## config.mk

```make
export PLATFORM = sky130hd
export DESIGN_NAME = execute_stage
export DESIGN_NICKNAME = d
export VERILOG_FILES = /design/src/cpu_pkg.sv /design/src/execute_stage.sv /design/src/alu.sv
export SDC_FILE = /design/constraint.sdc
export NUM_CORES = 1
export LEC_CHECK = 0
export ABC_CLOCK_PERIOD_IN_PS = 10700
export BUFFER_PORTS_ARGS = -buffer_cell sky130_fd_sc_hd__buf_4
export CAP_MARGIN = 20
export CORE_MARGIN = 2
export CORE_UTILIZATION = 62
export CTS_CLUSTER_SIZE = 25
export DETAILED_ROUTE_END_ITERATION = 6
export PLACE_DENSITY_LB_ADDON = 0.1
export SYNTH_ARGS = -nofsm -noshare
export SYNTH_HDL_FRONTEND = slang
export SYNTH_HIERARCHICAL = 1
export SYNTH_SLANG_ARGS = --single-unit
```

## constraint.sdc

```tcl
create_clock -name clk -period 10.7 [get_ports clk]
set_input_delay 1.07 -clock clk [delete_from_list [all_inputs] [get_ports clk]]
set_output_delay 1.07 -clock clk [all_outputs]
set_load 0.02 [all_outputs]
```

## src/cpu_pkg.sv

```systemverilog
package cpu_pkg;

	localparam int DATA_W = 16;
	localparam int REG_AW = 4;

	// both memories hold 256 words and are indexed by address bits 8 to 1
	localparam int MEM_DEPTH = 256;
	localparam int MEM_AW = 8;

	// bit positions inside the 3-bit flag vector
	localparam int FLAG_Z = 0;
	localparam int FLAG_V = 1;
	localparam int FLAG_N = 2;

	// codes 3 and 7 carry no operation, and 3 doubles as the pipeline bubble
	typedef enum logic [3:0] {
		OP_ADD = 4'd0,
		OP_SUB = 4'd1,
		OP_XOR = 4'd2,
		OP_NOP = 4'd3,
		OP_SLL = 4'd4,
		OP_SRA = 4'd5,
		OP_ROR = 4'd6,
		OP_LW  = 4'd8,
		OP_SW  = 4'd9,
		OP_LLB = 4'd10,
		OP_LHB = 4'd11,
		OP_B   = 4'd12,
		OP_BR  = 4'd13,
		OP_PCS = 4'd14,
		OP_HLT = 4'd15
	} opcode_e;

	typedef enum logic [2:0] {
		CC_NEQ    = 3'd0,
		CC_EQ     = 3'd1,
		CC_GT     = 3'd2,
		CC_LT     = 3'd3,
		CC_GTE    = 3'd4,
		CC_LTE    = 3'd5,
		CC_OVFL   = 3'd6,
		CC_UNCOND = 3'd7
	} ccode_e;

	// instruction word loaded into IF/ID on reset and on a flush
	localparam logic [DATA_W-1:0] NOP_INSTR = {OP_NOP, 12'h000};

endpackage
```

## src/execute_stage.sv

```systemverilog
`timescale 1ns/1ps

module execute_stage (
	input  logic                       clk,
	input  logic                       reset_i,
	input  cpu_pkg::opcode_e           op_i,
	input  cpu_pkg::ccode_e            ccode_i,
	input  logic [cpu_pkg::REG_AW-1:0] rs_i,
	input  logic [cpu_pkg::REG_AW-1:0] rt_i,
	input  logic [cpu_pkg::REG_AW-1:0] rd_i,
	input  logic [cpu_pkg::DATA_W-1:0] rs_val_i,
	input  logic [cpu_pkg::DATA_W-1:0] rt_val_i,
	input  logic [cpu_pkg::DATA_W-1:0] imm_i,
	input  logic [cpu_pkg::DATA_W-1:0] pc_next_i,
	input  logic                       reg_write_i,
	input  logic [cpu_pkg::REG_AW-1:0] fwd_mem_reg_i,
	input  logic                       fwd_mem_en_i,
	input  logic [cpu_pkg::REG_AW-1:0] fwd_wb_reg_i,
	input  logic                       fwd_wb_en_i,
	input  logic [cpu_pkg::DATA_W-1:0] fwd_wb_data_i,
	output logic                       branch_taken_o,
	output logic [cpu_pkg::DATA_W-1:0] branch_target_o,
	output logic                       flush_o,
	output cpu_pkg::opcode_e           op_o,
	output logic [cpu_pkg::REG_AW-1:0] rd_o,
	output logic [cpu_pkg::DATA_W-1:0] result_o,
	output logic [cpu_pkg::DATA_W-1:0] store_data_o,
	output logic                       reg_write_o
);
	logic [cpu_pkg::DATA_W-1:0] a_val;
	logic [cpu_pkg::DATA_W-1:0] b_val;
	logic [cpu_pkg::DATA_W-1:0] alu_result;
	logic [2:0]                 alu_flags;
	logic [2:0]                 flags_q;
	logic                       cond_met;

	// the younger producer in EX/MEM wins over the one in MEM/WB
	function automatic logic [cpu_pkg::DATA_W-1:0] fwd_value(
		input logic [cpu_pkg::REG_AW-1:0] idx,
		input logic [cpu_pkg::DATA_W-1:0] reg_val
	);
		if (idx != '0 && fwd_mem_en_i && fwd_mem_reg_i == idx) begin
			return result_o;
		end else if (idx != '0 && fwd_wb_en_i && fwd_wb_reg_i == idx) begin
			return fwd_wb_data_i;
		end
		return reg_val;
	endfunction

	always_comb begin
		a_val = fwd_value(rs_i, rs_val_i);
		b_val = fwd_value(rt_i, rt_val_i);
	end

	alu u_alu (
		.op_i      (op_i),
		.a_i       (a_val),
		.b_i       (b_val),
		.imm_i     (imm_i),
		.pc_next_i (pc_next_i),
		.result_o  (alu_result),
		.flags_o   (alu_flags)
	);

	// add and sub own all three flags while the logic and shift ops own only Z
	always_ff @(posedge clk) begin
		if (reset_i) begin
			flags_q <= '0;
		end else begin
			case (op_i)
				cpu_pkg::OP_ADD, cpu_pkg::OP_SUB: flags_q <= alu_flags;
				cpu_pkg::OP_XOR, cpu_pkg::OP_SLL, cpu_pkg::OP_SRA, cpu_pkg::OP_ROR: begin
					flags_q[cpu_pkg::FLAG_Z] <= alu_flags[cpu_pkg::FLAG_Z];
				end
				default: flags_q <= flags_q;
			endcase
		end
	end

	always_comb begin
		case (ccode_i)
			cpu_pkg::CC_NEQ: cond_met = !flags_q[cpu_pkg::FLAG_Z];
			cpu_pkg::CC_EQ: cond_met = flags_q[cpu_pkg::FLAG_Z];
			cpu_pkg::CC_GT: cond_met = !flags_q[cpu_pkg::FLAG_Z] && !flags_q[cpu_pkg::FLAG_N];
			cpu_pkg::CC_LT: cond_met = flags_q[cpu_pkg::FLAG_N];
			cpu_pkg::CC_GTE: cond_met = flags_q[cpu_pkg::FLAG_Z] || !flags_q[cpu_pkg::FLAG_N];
			cpu_pkg::CC_LTE: cond_met = flags_q[cpu_pkg::FLAG_Z] || flags_q[cpu_pkg::FLAG_N];
			cpu_pkg::CC_OVFL: cond_met = flags_q[cpu_pkg::FLAG_V];
			default: cond_met = 1'b1;
		endcase
	end

	assign branch_taken_o = cond_met && (op_i == cpu_pkg::OP_B || op_i == cpu_pkg::OP_BR);
	assign branch_target_o = (op_i == cpu_pkg::OP_BR) ? a_val : pc_next_i + (imm_i << 1);

	// IF/ID and ID/EX both hold wrong-path work when a branch is taken here
	assign flush_o = branch_taken_o;

	always_ff @(posedge clk) begin
		rd_o <= rd_i;
		result_o <= alu_result;
		store_data_o <= b_val;
		if (reset_i) begin
			op_o <= cpu_pkg::OP_NOP;
			reg_write_o <= 1'b0;
		end else begin
			op_o <= op_i;
			reg_write_o <= reg_write_i;
		end
	end

endmodule

```

## src/alu.sv

```systemverilog
`timescale 1ns/1ps

module alu (
	input  cpu_pkg::opcode_e           op_i,
	input  logic [cpu_pkg::DATA_W-1:0] a_i,
	input  logic [cpu_pkg::DATA_W-1:0] b_i,
	input  logic [cpu_pkg::DATA_W-1:0] imm_i,
	input  logic [cpu_pkg::DATA_W-1:0] pc_next_i,
	output logic [cpu_pkg::DATA_W-1:0] result_o,
	output logic [2:0]                 flags_o
);
	logic [cpu_pkg::DATA_W-1:0]   sum;
	logic [cpu_pkg::DATA_W-1:0]   diff;
	logic [2*cpu_pkg::DATA_W-1:0] rot;
	logic [3:0]                   shamt;
	logic                         sum_ovf;
	logic                         diff_ovf;

	assign shamt = imm_i[3:0];
	assign sum = a_i + b_i;
	assign diff = a_i - b_i;
	assign rot = {a_i, a_i} >> shamt;

	// signed overflow shows up as a result sign that disagrees with the operands
	assign sum_ovf = (a_i[15] == b_i[15]) && (sum[15] != a_i[15]);
	assign diff_ovf = (a_i[15] != b_i[15]) && (diff[15] != a_i[15]);

	always_comb begin
		case (op_i)
			cpu_pkg::OP_ADD: begin
				result_o = sum_ovf ? (a_i[15] ? 16'h8000 : 16'h7fff) : sum;
			end
			cpu_pkg::OP_SUB: begin
				result_o = diff_ovf ? (a_i[15] ? 16'h8000 : 16'h7fff) : diff;
			end
			cpu_pkg::OP_XOR: result_o = a_i ^ b_i;
			cpu_pkg::OP_SLL: result_o = a_i << shamt;
			cpu_pkg::OP_SRA: result_o = $signed(a_i) >>> shamt;
			cpu_pkg::OP_ROR: result_o = rot[cpu_pkg::DATA_W-1:0];
			// offsets count words while addresses count bytes
			cpu_pkg::OP_LW, cpu_pkg::OP_SW: result_o = a_i + (imm_i << 1);
			cpu_pkg::OP_LLB: result_o = {a_i[15:8], imm_i[7:0]};
			cpu_pkg::OP_LHB: result_o = {imm_i[7:0], a_i[7:0]};
			cpu_pkg::OP_PCS: result_o = pc_next_i;
			default: result_o = '0;
		endcase
	end

	always_comb begin
		flags_o = '0;
		flags_o[cpu_pkg::FLAG_Z] = (result_o == '0);
		flags_o[cpu_pkg::FLAG_N] = result_o[15];
		flags_o[cpu_pkg::FLAG_V] = (op_i == cpu_pkg::OP_ADD) ? sum_ovf : diff_ovf;
	end

endmodule

```

# --- After elaboration in Yosys (flattened, before gate mapping) ---
# Cells that the tools add are included.
op_classes:
  add_sub_neg: 4
  mul: 0
  n_div: 0
  n_lt_le_gt_ge: 0
  eq_ne: 26
  shifts: 3
  muxes: 17
  bitwise_logic: 1
  reduce_logical: 25
ops:
  columns: ["cell", "count"]
  rows:
  - ["16-bit 2-to-1 mux", 10]
  - ["16-bit case mux with 10 select lines", 1]
  - ["16-bit adder", 3]
  - ["32-bit by 4-bit >> shifter with 16-bit output", 1]
  - ["4-bit equality test, second input constant", 7]
  - ["4-bit equality test", 4]
  - ["16-bit logical NOT", 1]
  - ["16-bit by 4-bit << shifter with 16-bit output", 1]
  - ["16-bit by 4-bit >>> shifter with 16-bit output", 1]
  - ["16-bit subtractor", 1]
  - ["16-bit bitwise XOR", 1]
  - ["4-bit by 3-bit equality test with 1-bit output, second input constant", 3]
  - ["1-bit logical AND", 12]
  - ["3-bit equality test, second input constant", 3]
  - ["4-bit nonzero test", 2]
  - ["1-bit case mux with 7 select lines", 1]
  - ["3-bit by 2-bit equality test with 1-bit output, second input constant", 2]
  - ["6-bit OR reduction", 1]
  - ["1-bit 2-to-1 mux", 5]
  - ["4-bit by 1-bit equality test with 1-bit output, second input constant", 1]
  - ["4-bit by 2-bit equality test with 1-bit output, second input constant", 1]
  - ["4-bit logical NOT", 1]
  - ["2-bit OR reduction", 2]
  - ["3-bit by 1-bit equality test with 1-bit output, second input constant", 1]
  - ["other kinds (5)", 10]
totals:
  register_bits: 44
  latch_bits: 0
  ramBits: 0
  mem_bits_ro: 0
  inputBits: 112
  output_inout_bits: 59
  word_cells: 83
  n_memories: 0

# --- Longest topological paths before layout ---
depth:
  depth_word: 12
  ltp_mapped: 29
  ltp_nobuf: 26

# --- By module ---
# Netlist, hierarchy kept.
by_module_without_submodules:
  columns: ["module", "instances", "cells_each", "area_each_um2", "seq_area_each_um2"]
  rows:
  - ["alu", 1, 755, 5559.1, 0.0]
  - ["execute_stage", 1, 340, 2791.4, 880.8]

# --- Worst setup path after synthesis ---
# Ideal clock, no wire load.
synth_timing:
  path_kind: "input -> register"
  startpoint: "in rs_i[3] in the netlist's numbering"
  endpoint: "reg flags_q[0]"
  setup_time_ns: 0.114
  arrival_ns: 6.375
  setup_slack_ns: 4.211
  stages: 27
  cell_sequence: "or3_1 > a21oi_1 > or2_2 > buf_2 > buf_2 > nor2_1 > a21oi_1 > ha_1 > o21a_1 > o21a_1 > a22o_1 > nor3_1 > o31ai_1 > a21oi_1 > fa_1 > and3b_1 > or4b_2 > buf_2 > o21ai_0 > a221o_1 > nor3_1 > o2111ai_2 > nor4_1 > nand4b_1 > nor2_1 > a21oi_1 > nor2_1"
synth_between:
  elab_chain_len: 12
  elab_cells_between_ends: 29
  classes_between: "add/sub: 3; eq/ne: 6; shift: 3; mux: 8; bitwise: 1; reduce/logical: 8"
synth_lines:
  columns: ["item", "line", "text"]
  rows:
  - ["start, declared", "execute_stage.sv:8", "input logic [cpu_pkg::REG_AW-1:0] rs_i,"]
  - ["4-bit nonzero test", "execute_stage.sv:42, execute_stage.sv:44", null]
  - ["1-bit logical AND (2 in series)", "execute_stage.sv:44", "end else if (idx != '0 && fwd_wb_en_i && fwd_wb_reg_i == idx) begin"]
  - ["1-bit 2-to-1 mux", "execute_stage.sv:44", null]
  - ["1-bit 2-to-1 mux", "execute_stage.sv:42", "if (idx != '0 && fwd_mem_en_i && fwd_mem_reg_i == idx) begin"]
  - ["16-bit 2-to-1 mux (*)", "execute_stage.sv:47", "return reg_val;"]
  - ["named net a_val, one bit", "execute_stage.sv:30", "logic [cpu_pkg::DATA_W-1:0] a_val;"]
  - ["16-bit subtractor / 16-bit adder (equally long branches)", "alu.sv:21, alu.sv:20", null]
  - ["1-bit inequality test (on tied branches)", "alu.sv:26, alu.sv:25", null]
  - ["1-bit logical AND (on tied branches)", "alu.sv:26, alu.sv:25", null]
  - ["16-bit 2-to-1 mux (on tied branches)", "alu.sv:34, alu.sv:31", null]
  - ["16-bit case mux with 10 select lines (*)", "alu.sv:29", "case (op_i)"]
  - ["named net alu_result, one bit", "execute_stage.sv:32", "logic [cpu_pkg::DATA_W-1:0] alu_result;"]
  - ["16-bit logical NOT (*)", "alu.sv:51", "flags_o[cpu_pkg::FLAG_Z] = (result_o == '0);"]
  - ["named net alu_flags[0]", "execute_stage.sv:33", "logic [2:0] alu_flags;"]
  - ["end signal, assigned", "execute_stage.sv:71", "cpu_pkg::OP_ADD, cpu_pkg::OP_SUB: flags_q <= alu_flags;"]
  - ["end signal, assigned by index", "execute_stage.sv:73", "flags_q[cpu_pkg::FLAG_Z] <= alu_flags[cpu_pkg::FLAG_Z];"]
  - ["end signal, assigned", "execute_stage.sv:75", "default: flags_q <= flags_q;"]
  - ["end, declared", "execute_stage.sv:34", "logic [2:0] flags_q;"]
# The timed path passes the listed nets; every way through them passes the cells marked *.
# A chain may end at the register's enable or synchronous reset.

# --- Worst setup path after layout ---
layout_timing:
  startpoint: "in fwd_wb_reg_i[0] in the netlist's numbering"
  endpoint: "reg flags_q[0]"
layout_between:
  elab_chain_len: 11
  elab_cells_between_ends: 28
  classes_between: "add/sub: 3; eq/ne: 6; shift: 3; mux: 10; bitwise: 1; reduce/logical: 5"
layout_lines:
  columns: ["item", "line", "text"]
  rows:
  - ["start, declared", "execute_stage.sv:18", "input logic [cpu_pkg::REG_AW-1:0] fwd_wb_reg_i,"]
  - ["4-bit equality test (*)", "execute_stage.sv:44", null]
  - ["1-bit logical AND (*)", "execute_stage.sv:44", null]
  - ["1-bit 2-to-1 mux (*)", "execute_stage.sv:44", null]
  - ["1-bit 2-to-1 mux (*)", "execute_stage.sv:42", null]
  - ["16-bit 2-to-1 mux (*)", "execute_stage.sv:47", null]
  - ["named net b_val, one bit", "execute_stage.sv:31", "logic [cpu_pkg::DATA_W-1:0] b_val;"]
  - ["16-bit subtractor / 16-bit adder (equally long branches)", "alu.sv:21, alu.sv:20", null]
  - ["1-bit inequality test (on tied branches)", "alu.sv:26, alu.sv:25", null]
  - ["1-bit logical AND (on tied branches)", "alu.sv:26, alu.sv:25", null]
  - ["16-bit 2-to-1 mux (on tied branches)", "alu.sv:34, alu.sv:31", null]
  - ["16-bit case mux with 10 select lines (*)", "alu.sv:29", null]
  - ["named net alu_result, one bit", "execute_stage.sv:32", null]
  - ["16-bit logical NOT (*)", "alu.sv:51", null]
  - ["named net alu_flags[0]", "execute_stage.sv:33", null]
# Marks and branches as above.

==> out/summary.md <==
The run finished, with violations left. The checks that failed: DRC. The tools report the largest net degree at the start of global routing as 60. For the number of antenna violations at the first check in global routing, the log shows 0.

Setup repair after global routing left no endpoint under its margin. The buffer count from post-CTS setup fixing is 0, and the final core area utilization is 73.71%. The final count of pins violating max slew is 0, and the overflow left after global routing is 0. The routed design has 33540 um of wire. Sequential elements use 10.55% of the synthesized area. The finished cells cover 9723 um^2.

For the number of clock sinks seen by CTS, the log shows 44. TritonCTS built the clock tree. The post-layout instance count excluding filler cells was 1394; the quantity of I/O buffers inserted on ports was 169.

The power spent charging and discharging nets was 0.0004700 W. Of all nets on the critical path, the largest fanout is 16. The routed layout has 9818 vias. The final net count was 1392; the hold buffer count at CTS was 0. The via-per-instance ratio was 7.043. The first global-routing pass estimated 50400 um of wire.

The HPWL reported at the end of detailed placement is 25560 um, and the headroom to the max-slew limit is 26.81%. The longest clock path from root to sink contains 2 buffers. Leaving out fill and tap cells, the most frequent cell in the layout is buf_4.

The area of the core is 13190 um^2, and the total internal power is 0.0005295 W. Leakage component of the power: 4.013 nW. The flop and latch count out of synthesis came out at 44. The tools report the total global routing track utilization as 45.32%. Summed over all failing endpoints, the final setup total negative slack is 0 ns. The tools report the maximum level of the CTS H-tree as 2. Net switching is 47.02% of the power. For the worst setup path, the data required time is 10.92 ns. Before antenna repair, the detailed router went through 7 iterations.

During I/O placement, the number of pins put on the boundary was 171. The total die area came out at 14410 um^2. The worst hold path belongs to the class reg2reg.

Cells with a size suffix above 1 make up 23.01% of the layout. Clock skew on the completed layout was measured at 0.007810 ns. The hold violation total from the final report is 0, and the yosys synthesis warning count is 6. After detailed routing, the average wire length per cell comes to 24.06 um. The top cell types in the final layout, fill and taps aside, are buf_4, nor2_1, o21ai_0.

Final-report setup violation count: 0. The number of distinct standard cells referenced by the synthesized netlist is 94, and the number of buffers created by CTS is 5. The proportion of power drawn by the clock network is 14.1%. When the netlist entered floorplanning its net count stood at 1270.

Registers are responsible for 19.8% of the overall power. OpenSTA, run right after detailed placement, puts the worst setup slack at 2.591 ns. Buffer type at the clock tree root: clkbuf_16. For the maximum VDD drop, the log shows 0.05685 mV.

In this run, the number of DRC markers left after iteration 0 of detailed routing was 1349. The weighted congestion reported at the end of routability-driven placement came out at 1.083. The final period utilization was 75.80%. In the post-route analysis, the smallest setup slack over all paths is 2.590 ns.

Based on the critical path, the design can be clocked at up to 0.1233 GHz. Number of remaining DRC errors: 1. Chip width: 120.1 um.

Number of placed instances with taps included: 1385. The combinational group share of total power is 66.1%, and the count of cells resized by post-cts repair is 0. The max-cap violation count came out at 0. The tools report the kind of end point of the critical path as a register. The share of async-settable or async-resettable flops after synthesis is 0%. Counting I/O delays and the setup requirement, the final critical path takes 8.110 ns. Summing every instance area after synthesis gives 8351 um^2.

The clock edge transition at the registers on the reported setup and hold paths was 0.06 ns; the initial standard-cell utilization of the core was 63.31%. Overall die height: 120.1 um. Among all flip-flop cells after synthesis, the most frequent one is dfxtp_1. In this run the core area contains 42 standard-cell rows. The area growth from synthesis to final layout is 16.44%. The worst setup path is launched from a primary input. The number of flops mapped to enable cells by yosys was 0.

The clock latency of the later-clocked register in the worst-skew pair is 0.28 ns. At the pin with the least slew margin, the transition time is 1.094 ns. The run gives 8.33 ns as the data arrival time of the critical path. The via count of the first global-routing pass is 9078. The run gives 9582 um^2 as the post-placement cell area.

Class of the most critical setup path: in2reg. The average cell area after synthesis is 7.626 um^2, and the number of nets still failing antenna checks after routing is 0. The synthesized netlist cell count was 1095; the power density normalized to cell area was 102.8 nW/um^2.
-- critical path, stage by stage --
cell       delay [ns]
buf_4            0.12
xnor2_1          0.14
nand4_1          0.12
nor2_2           0.82
mux2i_1          0.18
o21ai_0          0.74
inv_1            0.11
ha_1             0.38
nor2b_1          0.16
o2111ai_1        0.35
a211oi_1         0.19
nor3_1           0.37
o31ai_1          0.13
a21oi_1          0.25
fa_1             0.47
and3b_1          0.24
a21oi_2          0.40
a21oi_1          0.21
a2111oi_0        0.29
a21boi_0         0.39
o221ai_1         0.29
nor4_1           0.35
nand4b_1         0.13
nor2_1           0.23
a21oi_1          0.09
nor2_1           0.08
-- final cells by class --
type / instances / area [um^2]
Antenna cell: 1 / 2.502
Clock buffer: 6 / 128.9
Clock inverter: 1 / 5.005
Fill cell: 1131 / 3467
Inverter: 40 / 150.1
Multi-Input combinational cell: 936 / 6912
Sequential cell: 44 / 880.8
Tap cell: 176 / 220.2
Timing Repair Buffer: 190 / 1424
-- worst paths after layout --
| check | start | to | slack (ns) | cells past startpoint |
|---|---|---|---|---|
| setup / recovery | fwd_wb_reg_i[0] | flags_q[0] | 2.59 | 26 |
| hold / removal | flags_q[2] | flags_q[2] | 0.56 | 2 |
| setup reg to reg | result_o[6] | flags_q[0] | 4.73 | 22 |
| hold reg to reg | flags_q[2] | flags_q[2] | 0.56 | 2 |
-- power groups by stage --
stage | Clock (W) | Sequential, W | Combinational (W)
2_1_floorplan | 0 | 0.000218 | 0.000398
3_3_place_gp | 0 | 0.000199 | 0.000624
3_5_place_dp | 0 | 0.000200 | 0.000633
4_1_cts | 0.000142 | 0.000197 | 0.000636
5_1_grt | 0.000150 | 0.000199 | 0.000693
6_report | 0.000141 | 0.000198 | 0.000661
-- cells by family after synthesis --
group / after synthesis / share of synthesized area (%)
AND/OR/NAND/NOR: 366 / 21.76
XOR/XNOR: 51 / 5.349
buffers and inverters: 115 / 6.862
flip-flops: 44 / 10.55
multiplexers: 114 / 17.77
adder cells (fa/ha/maj): 64 / 10.01
AO/OA/AOI/OAI: 341 / 27.70
-- layer usage --
layer	track usage, %	share of wire [%]	routed length, um
met5	0	0	0
met4	28.75	7.6	2546
met3	7.890	12	3865
met2	71.56	44	14910
met1	57.05	36	12220
-- through the flow --
step,hold WS [ns],power [W]
5_1_grt,0.5646,0.001043
3_5_place_dp,0.5340,0.0008329
4_1_cts,0.5494,0.0009746
3_3_place_gp,0.5023,0.0008233
2_1_floorplan,0.4606,0.0006161
6_report,0.5574,0.0009995
-- sequential cells by signal, indices dropped and copies added, names as in the netlist --
register and count:
flags_q 3, op_o 4, rd_o 4, reg_write_o 1
result_o 16, store_data_o 16
-- cells in the mapped netlist, types with 6 or more instances --
master    count  area share (%)
nor2b_1      18             1.3
a21oi_1      63             3.8
mux2_2       35             4.7
nor2_1      107             4.8
nand2_1      81             3.6
o211ai_1     15             1.3
o22ai_1      18             1.3
o21bai_1      8            0.72
xnor2_1      40             4.2
o21ai_0      88             5.3
clkbuf_1     27             1.2
a31oi_1      11            0.82
o31ai_1      12             1.1
buf_1         7            0.31
a211oi_1     27             2.4
buf_6         6            0.81
mux4_2       17             4.6
ha_1         58             8.7
dfxtp_1      44              11
nor3_1       32             1.9
nor4_1       15             1.1
a221oi_1      7            0.73
and2_1        9            0.67
mux2i_1      56             6.7
buf_4         9            0.81
nor3b_1       6            0.54
a21o_1       11            0.99
nand2b_1     10            0.75
inv_1        39             1.8
buf_2        24             1.4
o21a_1        8            0.72
or2_2         7            0.52
xor2_1       11             1.2
nand4_1       8            0.60
nand3_1      30             1.8
or3_1        12            0.90
Power figures use the tool's default switching activity.
